===== src/design/rename_params.svh =====
/* Size macros for the rename and commit core.
   Included by the package and by every RTL file that sizes an array. */

`ifndef RENAME_PARAMS_SVH
`define RENAME_PARAMS_SVH

// Register file sizes
`define RN_ARCH_REGS 32
`define RN_PHYS_REGS 48

// Reorder buffer slots
`define RN_ROB_DEPTH 16

// Index widths, kept in step with the counts above
`define RN_ARCH_W 5
`define RN_PHYS_W 6
`define RN_ROB_W  4

`endif

===== src/design/rename_pkg.sv =====
/* Shared types of the rename core: index vectors, ROB slot state and the
   packed records that move between dispatch, the ROB and commit. */

`default_nettype none

`include "rename_params.svh"

package rename_pkg;

    // Index vectors
    typedef logic [`RN_ARCH_W-1:0] arch_reg_t;
    typedef logic [`RN_PHYS_W-1:0] phys_tag_t;
    typedef logic [`RN_ROB_W-1:0]  rob_idx_t;

    // Life of one ROB slot
    typedef enum logic [1:0] {
        ROB_EMPTY   = 2'd0,
        ROB_WAITING = 2'd1,
        ROB_DONE    = 2'd2
    } rob_state_t;

    // Decoded instruction at dispatch, rd of 0 means no destination
    typedef struct packed {
        arch_reg_t rd;
        arch_reg_t rs1;
        arch_reg_t rs2;
    } dispatch_inst_t;

    // Rename output, one per accepted instruction
    typedef struct packed {
        phys_tag_t src1_tag;
        phys_tag_t src2_tag;
        phys_tag_t dest_tag;
        phys_tag_t old_tag;
        logic      has_dest;
        rob_idx_t  rob_idx;
    } rename_result_t;

    // Retire record, also the payload held in each ROB slot
    typedef struct packed {
        arch_reg_t rd;
        phys_tag_t dest_tag;
        phys_tag_t old_tag;
        logic      has_dest;
    } commit_t;

endpackage

`default_nettype wire


===== src/design/rename_core.sv =====
/* Top of the rename and commit core. Accepts one decoded instruction per
   cycle, renames it through the map table and free list, tracks it in the ROB. */

`timescale 1ns/1ps
`default_nettype none

module rename_core import rename_pkg::*; (
    input  logic           clock,
    input  logic           rst_n,

    // Dispatch, valid and ready levels
    input  logic           dispatch_valid,
    input  dispatch_inst_t dispatch_inst,
    output logic           dispatch_ready,

    // Completion strobe from execution
    input  logic           complete_valid,
    input  rob_idx_t       complete_idx,

    // Rename result, one cycle after acceptance
    output logic           rename_valid,
    output rename_result_t rename_result,

    // In-order commit
    output logic           commit_valid,
    output commit_t        commit
);

    logic      accept;
    logic      has_dest;
    logic      alloc_dest;
    phys_tag_t src1_tag;
    phys_tag_t src2_tag;
    phys_tag_t old_tag;
    phys_tag_t free_tag;
    phys_tag_t dest_tag;
    logic      fl_empty;
    logic      rob_full;
    rob_idx_t  rob_idx;
    commit_t   rob_entry;
    logic      reclaim_valid;
    phys_tag_t reclaim_tag;

    //////////////////////////////////////////////////////////////////////
    // Dispatch control
    //////////////////////////////////////////////////////////////////////

    // x0 is never renamed
    assign has_dest = (dispatch_inst.rd != '0);

    // Free list only matters when a tag is needed
    assign dispatch_ready = !rob_full && !(fl_empty && has_dest);
    assign accept         = dispatch_valid && dispatch_ready;
    assign alloc_dest     = accept && has_dest;

    assign dest_tag = has_dest ? free_tag : '0;

    // What the ROB keeps until retire
    assign rob_entry.rd       = dispatch_inst.rd;
    assign rob_entry.dest_tag = dest_tag;
    assign rob_entry.old_tag  = old_tag;
    assign rob_entry.has_dest = has_dest;

    //////////////////////////////////////////////////////////////////////
    // Rename blocks
    //////////////////////////////////////////////////////////////////////

    map_table map_i (
        .clock    (clock),
        .rst_n    (rst_n),
        .rd_addr1 (dispatch_inst.rs1),
        .rd_tag1  (src1_tag),
        .rd_addr2 (dispatch_inst.rs2),
        .rd_tag2  (src2_tag),
        .old_addr (dispatch_inst.rd),
        .old_tag  (old_tag),
        .wr_en    (alloc_dest),
        .wr_addr  (dispatch_inst.rd),
        .wr_tag   (free_tag)
    );

    free_list free_list_i (
        .clock         (clock),
        .rst_n         (rst_n),
        .alloc         (alloc_dest),
        .head_tag      (free_tag),
        .empty         (fl_empty),
        .reclaim_valid (reclaim_valid),
        .reclaim_tag   (reclaim_tag)
    );

    reorder_buffer rob_i (
        .clock          (clock),
        .rst_n          (rst_n),
        .alloc          (accept),
        .alloc_entry    (rob_entry),
        .alloc_idx      (rob_idx),
        .full           (rob_full),
        .complete_valid (complete_valid),
        .complete_idx   (complete_idx),
        .commit_valid   (commit_valid),
        .commit         (commit),
        .reclaim_valid  (reclaim_valid),
        .reclaim_tag    (reclaim_tag)
    );

    //////////////////////////////////////////////////////////////////////
    // Rename result register
    //////////////////////////////////////////////////////////////////////

    always_ff @(posedge clock) begin
        if (!rst_n) begin
            rename_valid <= 1'b0;
        end else begin
            rename_valid <= accept;
        end
    end

    // Payload held until the next accepted instruction
    always_ff @(posedge clock) begin
        if (accept) begin
            rename_result.src1_tag <= src1_tag;
            rename_result.src2_tag <= src2_tag;
            rename_result.dest_tag <= dest_tag;
            rename_result.old_tag  <= old_tag;
            rename_result.has_dest <= has_dest;
            rename_result.rob_idx  <= rob_idx;
        end
    end

endmodule

`default_nettype wire


===== src/design/reorder_buffer.sv =====
/* Circular reorder buffer: allocates at the tail, takes completions by
   index and retires the oldest done slot, one per cycle, in order. */

`timescale 1ns/1ps
`default_nettype none

`include "rename_params.svh"

module reorder_buffer import rename_pkg::*; (
    input  logic      clock,
    input  logic      rst_n,

    // Allocate from dispatch
    input  logic      alloc,
    input  commit_t   alloc_entry,
    output rob_idx_t  alloc_idx,
    output logic      full,

    // Completion strobe by slot index
    input  logic      complete_valid,
    input  rob_idx_t  complete_idx,

    // Registered retire record
    output logic      commit_valid,
    output commit_t   commit,

    // Old tag back to the free list at the retire edge
    output logic      reclaim_valid,
    output phys_tag_t reclaim_tag
);

    typedef logic [`RN_ROB_W:0] rob_cnt_t;

    rob_state_t state_q [`RN_ROB_DEPTH];
    commit_t    entry_q [`RN_ROB_DEPTH];
    rob_idx_t   head_q;
    rob_idx_t   tail_q;
    rob_cnt_t   count_q;
    logic       alloc_ok;
    logic       retire;
    commit_t    head_entry;

    // Wrap at the last slot
    function automatic rob_idx_t idx_next(input rob_idx_t idx);
        if (idx == rob_idx_t'(`RN_ROB_DEPTH - 1)) begin
            return '0;
        end
        return idx + 1'b1;
    endfunction

    //////////////////////////////////////////////////////////////////////
    // Head and tail decisions
    //////////////////////////////////////////////////////////////////////

    assign full      = (count_q == rob_cnt_t'(`RN_ROB_DEPTH));
    assign alloc_ok  = alloc && !full;
    assign alloc_idx = tail_q;

    // Empty slots are never DONE, so no separate count check
    assign retire     = (state_q[head_q] == ROB_DONE);
    assign head_entry = entry_q[head_q];

    // Reclaim goes out with the retire decision
    // Free list takes it at the same edge
    assign reclaim_valid = retire && head_entry.has_dest;
    assign reclaim_tag   = head_entry.old_tag;

    //////////////////////////////////////////////////////////////////////
    // Slot state and pointers
    //////////////////////////////////////////////////////////////////////

    always_ff @(posedge clock) begin
        if (!rst_n) begin
            head_q       <= '0;
            tail_q       <= '0;
            count_q      <= '0;
            commit_valid <= 1'b0;
            for (int i = 0; i < `RN_ROB_DEPTH; i++) begin
                state_q[i] <= ROB_EMPTY;
            end
        end else begin
            commit_valid <= retire;

            // Completion first, so a retiring head still ends EMPTY
            if (complete_valid) begin
                state_q[complete_idx] <= ROB_DONE;
            end
            if (alloc_ok) begin
                state_q[tail_q] <= ROB_WAITING;
                tail_q          <= idx_next(tail_q);
            end
            if (retire) begin
                state_q[head_q] <= ROB_EMPTY;
                head_q          <= idx_next(head_q);
            end

            case ({alloc_ok, retire})
                2'b10:   count_q <= count_q + 1'b1;
                2'b01:   count_q <= count_q - 1'b1;
                default: count_q <= count_q;
            endcase
        end
    end

    //////////////////////////////////////////////////////////////////////
    // Payload
    //////////////////////////////////////////////////////////////////////

    always_ff @(posedge clock) begin
        if (alloc_ok) begin
            entry_q[tail_q] <= alloc_entry;
        end
        // Record shows up one cycle after the retire edge
        if (retire) begin
            commit <= head_entry;
        end
    end

endmodule

`default_nettype wire


===== src/design/free_list.sv =====
/* Circular FIFO of free physical tags. Pops from the head on allocate,
   pushes retired tags at the tail; preloaded with the non-identity tags. */

`timescale 1ns/1ps
`default_nettype none

`include "rename_params.svh"

module free_list import rename_pkg::*; (
    input  logic      clock,
    input  logic      rst_n,

    // Allocate side
    input  logic      alloc,
    output phys_tag_t head_tag,
    output logic      empty,

    // Reclaim side, from retire
    input  logic      reclaim_valid,
    input  phys_tag_t reclaim_tag
);

    // Only tags beyond the identity set are ever free
    localparam int FREE_DEPTH = `RN_PHYS_REGS - `RN_ARCH_REGS;
    localparam int PTR_W      = $clog2(FREE_DEPTH);

    typedef logic [PTR_W-1:0] fl_ptr_t;
    typedef logic [PTR_W:0]   fl_cnt_t;

    phys_tag_t tags_q [FREE_DEPTH];
    fl_ptr_t   head_q;
    fl_ptr_t   tail_q;
    fl_cnt_t   count_q;
    logic      pop;
    logic      push;

    // Wrap at the last slot
    function automatic fl_ptr_t ptr_next(input fl_ptr_t ptr);
        if (ptr == fl_ptr_t'(FREE_DEPTH - 1)) begin
            return '0;
        end
        return ptr + 1'b1;
    endfunction

    // Pop only when something is there
    assign pop  = alloc && !empty;
    assign push = reclaim_valid;

    //////////////////////////////////////////////////////////////////////
    // Pointers, count and storage
    //////////////////////////////////////////////////////////////////////

    // Tags 32 and up in ascending order after reset
    always_ff @(posedge clock) begin
        if (!rst_n) begin
            head_q  <= '0;
            tail_q  <= '0;
            count_q <= fl_cnt_t'(FREE_DEPTH);
            for (int i = 0; i < FREE_DEPTH; i++) begin
                tags_q[i] <= phys_tag_t'(`RN_ARCH_REGS + i);
            end
        end else begin
            if (pop) begin
                head_q <= ptr_next(head_q);
            end
            if (push) begin
                tags_q[tail_q] <= reclaim_tag;
                tail_q         <= ptr_next(tail_q);
            end
            // Push and pop together leave the count alone
            case ({push, pop})
                2'b10:   count_q <= count_q + 1'b1;
                2'b01:   count_q <= count_q - 1'b1;
                default: count_q <= count_q;
            endcase
        end
    end

    // Head visible in the same cycle
    assign head_tag = tags_q[head_q];
    assign empty    = (count_q == '0);

endmodule

`default_nettype wire


===== src/design/map_table.sv =====
/* Speculative map from architectural registers to physical tags.
   Three combinational lookups, one write applied at the clock edge. */

`timescale 1ns/1ps
`default_nettype none

`include "rename_params.svh"

module map_table import rename_pkg::*; (
    input  logic      clock,
    input  logic      rst_n,

    // Source operand lookups
    input  arch_reg_t rd_addr1,
    output phys_tag_t rd_tag1,
    input  arch_reg_t rd_addr2,
    output phys_tag_t rd_tag2,

    // Current mapping of the destination, becomes old_tag
    input  arch_reg_t old_addr,
    output phys_tag_t old_tag,

    // New mapping from dispatch
    input  logic      wr_en,
    input  arch_reg_t wr_addr,
    input  phys_tag_t wr_tag
);

    //////////////////////////////////////////////////////////////////////
    // Mapping storage
    //////////////////////////////////////////////////////////////////////

    phys_tag_t map_q [`RN_ARCH_REGS];

    // Identity mapping out of reset, arch i sits in physical i
    always_ff @(posedge clock) begin
        if (!rst_n) begin
            for (int i = 0; i < `RN_ARCH_REGS; i++) begin
                map_q[i] <= phys_tag_t'(i);
            end
        end else if (wr_en) begin
            map_q[wr_addr] <= wr_tag;
        end
    end

    //////////////////////////////////////////////////////////////////////
    // Lookups
    //////////////////////////////////////////////////////////////////////

    // No bypass of the write port
    // Same-cycle readers see the state before this instruction
    assign rd_tag1 = map_q[rd_addr1];
    assign rd_tag2 = map_q[rd_addr2];
    assign old_tag = map_q[old_addr];

endmodule

`default_nettype wire


===== config.mk =====
export PLATFORM = sky130hd
export DESIGN_NAME = rename_core
export DESIGN_NICKNAME = d
export VERILOG_FILES = /design/src/design/rename_pkg.sv /design/src/design/rename_core.sv /design/src/design/reorder_buffer.sv /design/src/design/free_list.sv /design/src/design/map_table.sv
export VERILOG_INCLUDE_DIRS = /design/src /design/src/design
export SDC_FILE = /design/constraint.sdc
export NUM_CORES = 1
export LEC_CHECK = 0
export BUFFER_PORTS_ARGS = -buffer_cell sky130_fd_sc_hd__clkbuf_2
export CAP_MARGIN = 20
export CORE_ASPECT_RATIO = 1.4
export CORE_MARGIN = 1.5
export CORE_UTILIZATION = 63
export DETAILED_ROUTE_END_ITERATION = 7
export HOLD_SLACK_MARGIN = 0.03
export PLACE_DENSITY = 0.8
export SYNTH_ARGS = -nofsm -noshare
export SYNTH_HDL_FRONTEND = slang
export SYNTH_SLANG_ARGS = --single-unit

===== constraint.sdc =====
create_clock -name clock -period 4.5 [get_ports clock]
set_input_delay 0.225 -clock clock [delete_from_list [all_inputs] [get_ports clock]]
set_output_delay 0.225 -clock clock [all_outputs]
set_load 0.005 [all_outputs]

==> impl_metrics.json, run 1 <==
{
  "outcome": "finished, final reports clean",
  "ctsResizeCount": 0,
  "stdcell_count": 2730,
  "clk_pin_slew_ns": 0.07,
  "slew_headroom": 0.2702,
  "finalSetupViolCount": 0,
  "ys_seq_elements": 691,
  "syn_area_per_cell_sq_um": 16.08,
  "setup.worst_path.class": "reg -> reg",
  "overflow": 0,
  "final_nets": 2081,
  "cp_max_fo": 28,
  "place_inst": 2609,
  "synth_top_cell_area_share": 0.5916,
  "worstHoldPathType": "in -> reg",
  "final-seq-area_sq_mm": 0.02008,
  "die_area_sq_mm": 0.05156,
  "hold_slack_ns": 0.05236,
  "wl_per_cell_microns": 29.94,
  "fin_ws_ns": 0.5631,
  "first_pass_iters": 6,
  "synth-edff-count": 623,
  "ys_seq_area_frac": 0.6347,
  "final_area_sq_mm": 0.03474,
  "rows": 97,
  "placed_cell_area_sq_mm": 0.03277,
  "worstMarginPinSlew_ns": 1.083,
  "drv_slew": 0,
  "synth_common_cells": "edfxtp_1 (623), mux4_2 (276), nor2_1 (234)",
  "htreeDepth": 2,
  "ys_types": 66,
  "p_leak_nw": 10.95,
  "synthFlopType": "edfxtp_1",
  "skew_ns": 0.02573,
  "async_flop_share": 0,
  "fin_crit_sh": 0.8749,
  "cp-end-kind": "register",
  "synth_xor_xnor_area_share": 0.002770,
  "cts_buffers": 59,
  "drt-initial-drc-count": 2482,
  "initial_core_util": 0.6355,
  "cts_root_buf": "clkbuf_16",
  "dp_slack_ns": 0.6336,
  "yosysTopAreaCell": "edfxtp_1",
  "grt_pass1_vias": 19230,
  "synth_top_family_by_area": "multiplexers",
  "ant_nets": 0,
  "cts_tree": "built",
  "rsz0062_at_grt": "false",
  "grtUsageTotal": 0.3276,
  "synth_mux_area_frac": 0.2113,
  "power.total_mw": 13.90,
  "via_count": 19270,
  "fmax_mhz": 254.0,
  "die_w_microns": 192.3,
  "setup_tns_ns": 0,
  "fin_util": 0.6981,
  "pin_count": 73,
  "arrival_ns": 4.44,
  "ir_worst_vdd_uv": 445.2,
  "dpl.hpwl_microns": 52290,
  "netlist_instances": 1967,
  "drv_cap": 0,
  "grt_max_degree": 107,
  "routed_via_density": 7.058,
  "cts_sinks": 691,
  "synth_area_sq_mm": 0.03162,
  "routabilityCongestion": 0.9659,
  "wirelength_microns": 81730,
  "grt_first_pass_wirelength_microns": 121700,
  "syn_to_final_growth_pct": 9.861,
  "drc": 0,
  "powerDensity_mw_per_mm2": 400.2,
  "ys_warn_count": 0,
  "synth.area.top_cells": "edfxtp_1 (59%), mux4_2 (20%), dfxtp_1 (4.3%)",
  "synth-simple-area-share": 0.08800,
  "synth_fa_ha_area_frac": 0.009576,
  "insertion_delay_ns": 0.63,
  "multiInputGateArea_sq_mm": 0.01089,
  "finalHoldViolCount": 0,
  "drive_gt1_frac": 0.2608,
  "port-buffer-count": 72,
  "synth-compound-area-share": 0.03086,
  "coreArea_sq_mm": 0.04976,
  "fin_crit_ns": 3.937,
  "fill_cells": 3098,
  "antenna_found_initial": 1,
  "cp_data_required_time_ns": 5.00,
  "die_h_microns": 268.1,
  "start_kind": "register",
  "cts.path.max_buffers": 3,
  "synth_most_common_cell": "edfxtp_1"
}
registers in the layout (all words and copies together) (netlist names), named ones only:
| name | flops |
|---|---|
| rename_result | 29 |
| rob_i.count_q | 5 |
| rob_i.commit | 18 |
| map_i.map_q | 192 |
| rename_valid | 1 |
| rob_i.entry_q | 288 |
| free_list_i.count_q | 5 |
| free_list_i.tags_q | 96 |
| rob_i.commit_valid | 1 |
| rob_i.alloc_idx | 4 |
| free_list_i.head_q | 4 |
| rob_i.state_q | 32 |
| rob_i.head_q | 4 |
| free_list_i.tail_q | 4 |
timing repair:
item | 4_1_cts | 5_1_grt
hold buffers | 2 | 0
buffers inserted | 0 | 0
hold endpoints to repair | 2 | 0
setup endpoints to repair | 0 | 0
cell type report:
class                      count  share of cell area
timing repair buffer         143             0.02903
clock buffer                  74             0.04441
clock inverter                38            0.009509
antenna                        1          0.00007204
sequential                   691              0.5780
tap                          643             0.02316
multi-input combinational   1118              0.3134
inverter                      22            0.002449
worst paths after layout:
path | from | endpoint | slack, ns | cells past startpoint
max | register | free_list_i.count_q[4]$_SDFFE_PN1P_ | 0.56 | 14
min | dispatch_valid | rename_valid$_SDFF_PN0_ | 0.05 | 5
max reg2reg | register | free_list_i.count_q[4]$_SDFFE_PN1P_ | 0.56 | 14
min reg2reg | rob_i.state_q[7][1]$_SDFFE_PP0P_ | rob_i.state_q[7][1]$_SDFFE_PP0P_ | 0.48 | 2
cells in the final DEF, fill, tap and decap left out, types with 14 or more instances in the layout:
cell type	Yosys	layout
nand2_1	210	210
inv_1	21	21
and3_1	25	25
nor3_1	16	16
clkbuf_2	0	69
clkbuf_1	87	14
o21ai_0	35	35
edfxtp_1	623	623
buf_4	5	63
dfxtp_1	68	65
nor2b_1	15	15
mux4_2	276	276
a22oi_1	23	23
ha_1	21	21
a21oi_1	47	47
nand3_1	40	40
nor2_1	234	234
clkbuf_16	0	59
mux2_2	18	18
critical path, stage by stage, from the launching register on:
cell	delay, ns
dfxtp_1	0.64
buf_4	0.40
mux2i_1	0.27
mux2i_1	0.14
and3_1	0.34
inv_4	0.32
ha_1	0.30
inv_1	0.11
fa_1	0.39
nor2b_1	0.15
o21ai_0	0.12
and3_1	0.21
nor3_1	0.18
xnor2_1	0.15
nand2_1	0.06
report_power, final:
group	internal, mW	switching, mW
sequential	7.29	0.119
clock	2.67	2.32
combinational	0.554	0.949
total	10.5	3.39
cells by family (layout without fill, tap and decap cells):
logic type                 Yosys count  after routing
AOI/OAI and AO/OA                  154            154
xor gates and xnor gates            10             10
adders and majority gates           23             23
buffers and inverters              163            277
DFF                                691            691
muxes                              312            312
other                                1              7
and+or+nand+nor                    613            613
per-layer routing:
metal  global-route usage  share of wire  routed length, microns  up-vias
li1                     -              -                       -     7890
met2               0.5476           0.51                   41700     1408
met4               0.1856          0.065                    5276        0
met3              0.04819          0.097                    7932      324
met1               0.4129           0.33                   26820     9647
met5                    0              0                       0        -
Power figures use the tool's default switching activity.
==> run 2, diff against run 1 <==
--- a/config.mk
+++ b/config.mk
@@ -13,7 +13,7 @@
 export CORE_UTILIZATION = 63
 export DETAILED_ROUTE_END_ITERATION = 7
 export HOLD_SLACK_MARGIN = 0.03
-export PLACE_DENSITY = 0.8
+export PLACE_DENSITY = 0.86
 export SYNTH_ARGS = -nofsm -noshare
 export SYNTH_HDL_FRONTEND = slang
 export SYNTH_SLANG_ARGS = --single-unit
==> impl_metrics.json, run 2 (synthesis results as in run 1) <==
{
  "outcome": "finished, final reports clean",
  "fin_ws_ns": 0.5735,
  "overflow": 0,
  "p_int_mw": 10.89,
  "dp_slack_ns": 0.7019,
  "drive_gt1_frac": 0.2671,
  "htreeDepth": 2,
  "coreArea_sq_mm": 0.04976,
  "power.total_mw": 14.39,
  "fmax_mhz": 254.7,
  "die_w_microns": 192.3,
  "ir_worst_vdd_uv": 442.1,
  "antenna_cells": 0,
  "wl_per_cell_microns": 32.01,
  "finalHoldViolCount": 0,
  "multiInputGateArea_sq_mm": 0.01089,
  "port-buffer-count": 72,
  "die_h_microns": 268.1,
  "p_leak_nw": 11.07,
  "die_area_sq_mm": 0.05156,
  "slowest_stage": "mux4_1",
  "cts_buffers": 60,
  "dpl.hpwl_microns": 54620,
  "fill_cells": 2873,
  "fin_crit_sh": 0.8725,
  "crit_family": "multiplexers",
  "clk_pin_slew_ns": 0.07,
  "insertion_delay_ns": 0.66,
  "wirelength_microns": 87570,
  "worst-path-buf-inv": 2,
  "cts.path.max_buffers": 3,
  "rsz0062_at_grt": "false",
  "min_from": "dispatch_inst[14]",
  "cp_data_required_time_ns": 4.99,
  "p_comb_frac": 0.106,
  "cts_root_buf": "clkbuf_16",
  "p_sw_mw": 3.506,
  "cp_max_fo": 28,
  "drv_cap": 0,
  "powerDensity_mw_per_mm2": 412.1,
  "cts_sinks": 691,
  "p_sw_frac": 0.2435,
  "rows": 97,
  "syn_to_final_growth_pct": 10.46,
  "largest_register": "rob_i.entry_q",
  "worstHoldPathType": "in -> reg",
  "start_kind": "register",
  "pwr-share-clk": 0.379,
  "fin_crit_ns": 3.926,
  "grt_max_degree": 107,
  "fin_util": 0.7019,
  "final-seq-area_sq_mm": 0.02008,
  "grtUsageTotal": 0.3474,
  "largest_reg_flops": 288,
  "cpPeakStageDelay_ns": 0.64,
  "drv_slew": 0,
  "ant_nets": 0,
  "placed_cell_area_sq_mm": 0.03283,
  "hold_depth": 2,
  "p_seq_frac": 0.515,
  "arrival_ns": 4.42,
  "first_pass_iters": 6,
  "grt_pass1_vias": 20340,
  "routabilityCongestion": 0.9960,
  "crit_chain": "mux4_1 -> mux2i_1 -> mux2i_1 -> and3_1 -> inv_4 -> ha_1 -> inv_1 -> fa_1 -> nor2b_1 -> o21ai_0 -> and3_1 -> nor3_1 -> xnor2_1 -> nand2_1",
  "slew_headroom": 0.1822,
  "setup.worst_path.class": "reg -> reg",
  "grt_first_pass_wirelength_microns": 129400,
  "initial_core_util": 0.6355,
  "layout_common_cells": "edfxtp_1 (623), mux4_2 (276), nor2_1 (234), nand2_1 (210), buf_4 (75)",
  "final_common_cell": "edfxtp_1",
  "hold_path_end": "rob_i.entry_q[12][17]$_DFFE_PP_",
  "rrSetupSlack_ns": 0.57,
  "skew_ns": 0.07682,
  "final_nets": 2092,
  "rr_worst_depth": 14,
  "via_count": 20210,
  "antenna_found_initial": 0,
  "drt-initial-drc-count": 3014,
  "final_area_sq_mm": 0.03493,
  "worstMarginPinSlew_ns": 1.227,
  "reg2reg_to": "free_list_i.count_q[4]$_SDFFE_PN1P_",
  "reg_top3": "rob_i.entry_q x288, map_i.map_q x192, free_list_i.tags_q x96",
  "cp-end-kind": "register",
  "finalSetupViolCount": 0,
  "routed_via_density": 7.388,
  "drc": 0,
  "cts_tree": "built",
  "setup_tns_ns": 0,
  "pin_count": 73
}
[run 2: changes by cell type in the layout (fill, tap and decap cells not counted), sizes merged]
| cell | previous run | this run |
|---|---|---|
| clkinv | 28 | 21 |
| buf | 72 | 82 |
| clkinvlp | 5 | 4 |
| dlygate4sd3 | 2 | 3 |
| clkbuf | 143 | 141 |
| bufinv | 4 | 9 |
| diode | 1 | 0 |
| inv | 23 | 24 |
[run 2: stage by stage]
| step | cells | hold slack (ns) |
|---|---|---|
| CTS | 2735 | 0.1149 |
| global placement | 2622 | 0.4637 |
| finish | 2736 | 0.1427 |
| floorplan | 1972 | 0.3239 |
| global route | 2736 | 0.1350 |
| detailed placement | 2623 | 0.4774 |
[run 2: what timing repair did]
action / in CTS / in global routing
endpoints found under the hold margin: 26 / 0
gates resized for setup: 0 / 0
hold buffers: 3 / 0
buffers inserted: 0 / 0
[run 2: final cells by class]
type | instances | area share
clock buffers | 73 | 0.04531
clock inverters | 36 | 0.01368
inverters | 22 | 0.002436
multi-input cells | 1118 | 0.3117
flip-flops and latches | 691 | 0.5748
well taps | 643 | 0.02303
repair buffers | 153 | 0.02902
[run 2: worst max-delay path by stage]
| stage | to | slack, ns | cells past startpoint |
|---|---|---|---|
| 6_report | free_list_i.count_q[4]$_SDFFE_PN1P_ | 0.57 | 14 |
| 3_3_place_gp | free_list_i.tags_q[15][2]$_SDFFCE_PN1P_ | 0.78 | 5 |
| 2_1_floorplan | rob_i.count_q[4]$_SDFFE_PN0P_ | 0.94 | 14 |
| 5_1_grt | free_list_i.tags_q[14][1]$_SDFFCE_PN1P_ | 0.39 | 6 |
| 4_1_cts | free_list_i.tags_q[14][1]$_SDFFCE_PN1P_ | 0.59 | 6 |
| 3_5_place_dp | free_list_i.tags_q[2][1]$_SDFFCE_PN1P_ | 0.70 | 6 |
[run 2: per-layer routing]
layer / wire length (microns) / up-vias / track usage
li1: - / 7898 / -
met1: 27050 / 9974 / 0.4201
met2: 44010 / 1858 / 0.5832
met3: 9686 / 483 / 0.06334
met4: 6815 / 0 / 0.2112
met5: 0 / - / 0
[run 2: power groups by stage]
| stage | Sequential, mW | Clock (mW) | Combinational [mW] |
|---|---|---|---|
| 4_1_cts | 7.41 | 5.43 | 1.49 |
| 5_1_grt | 7.43 | 5.65 | 1.59 |
| 3_5_place_dp | 7.54 | 0 | 1.47 |
| 6_report | 7.42 | 5.45 | 1.53 |
| 2_1_floorplan | 7.49 | 0 | 0.914 |
| 3_3_place_gp | 7.52 | 0 | 1.41 |
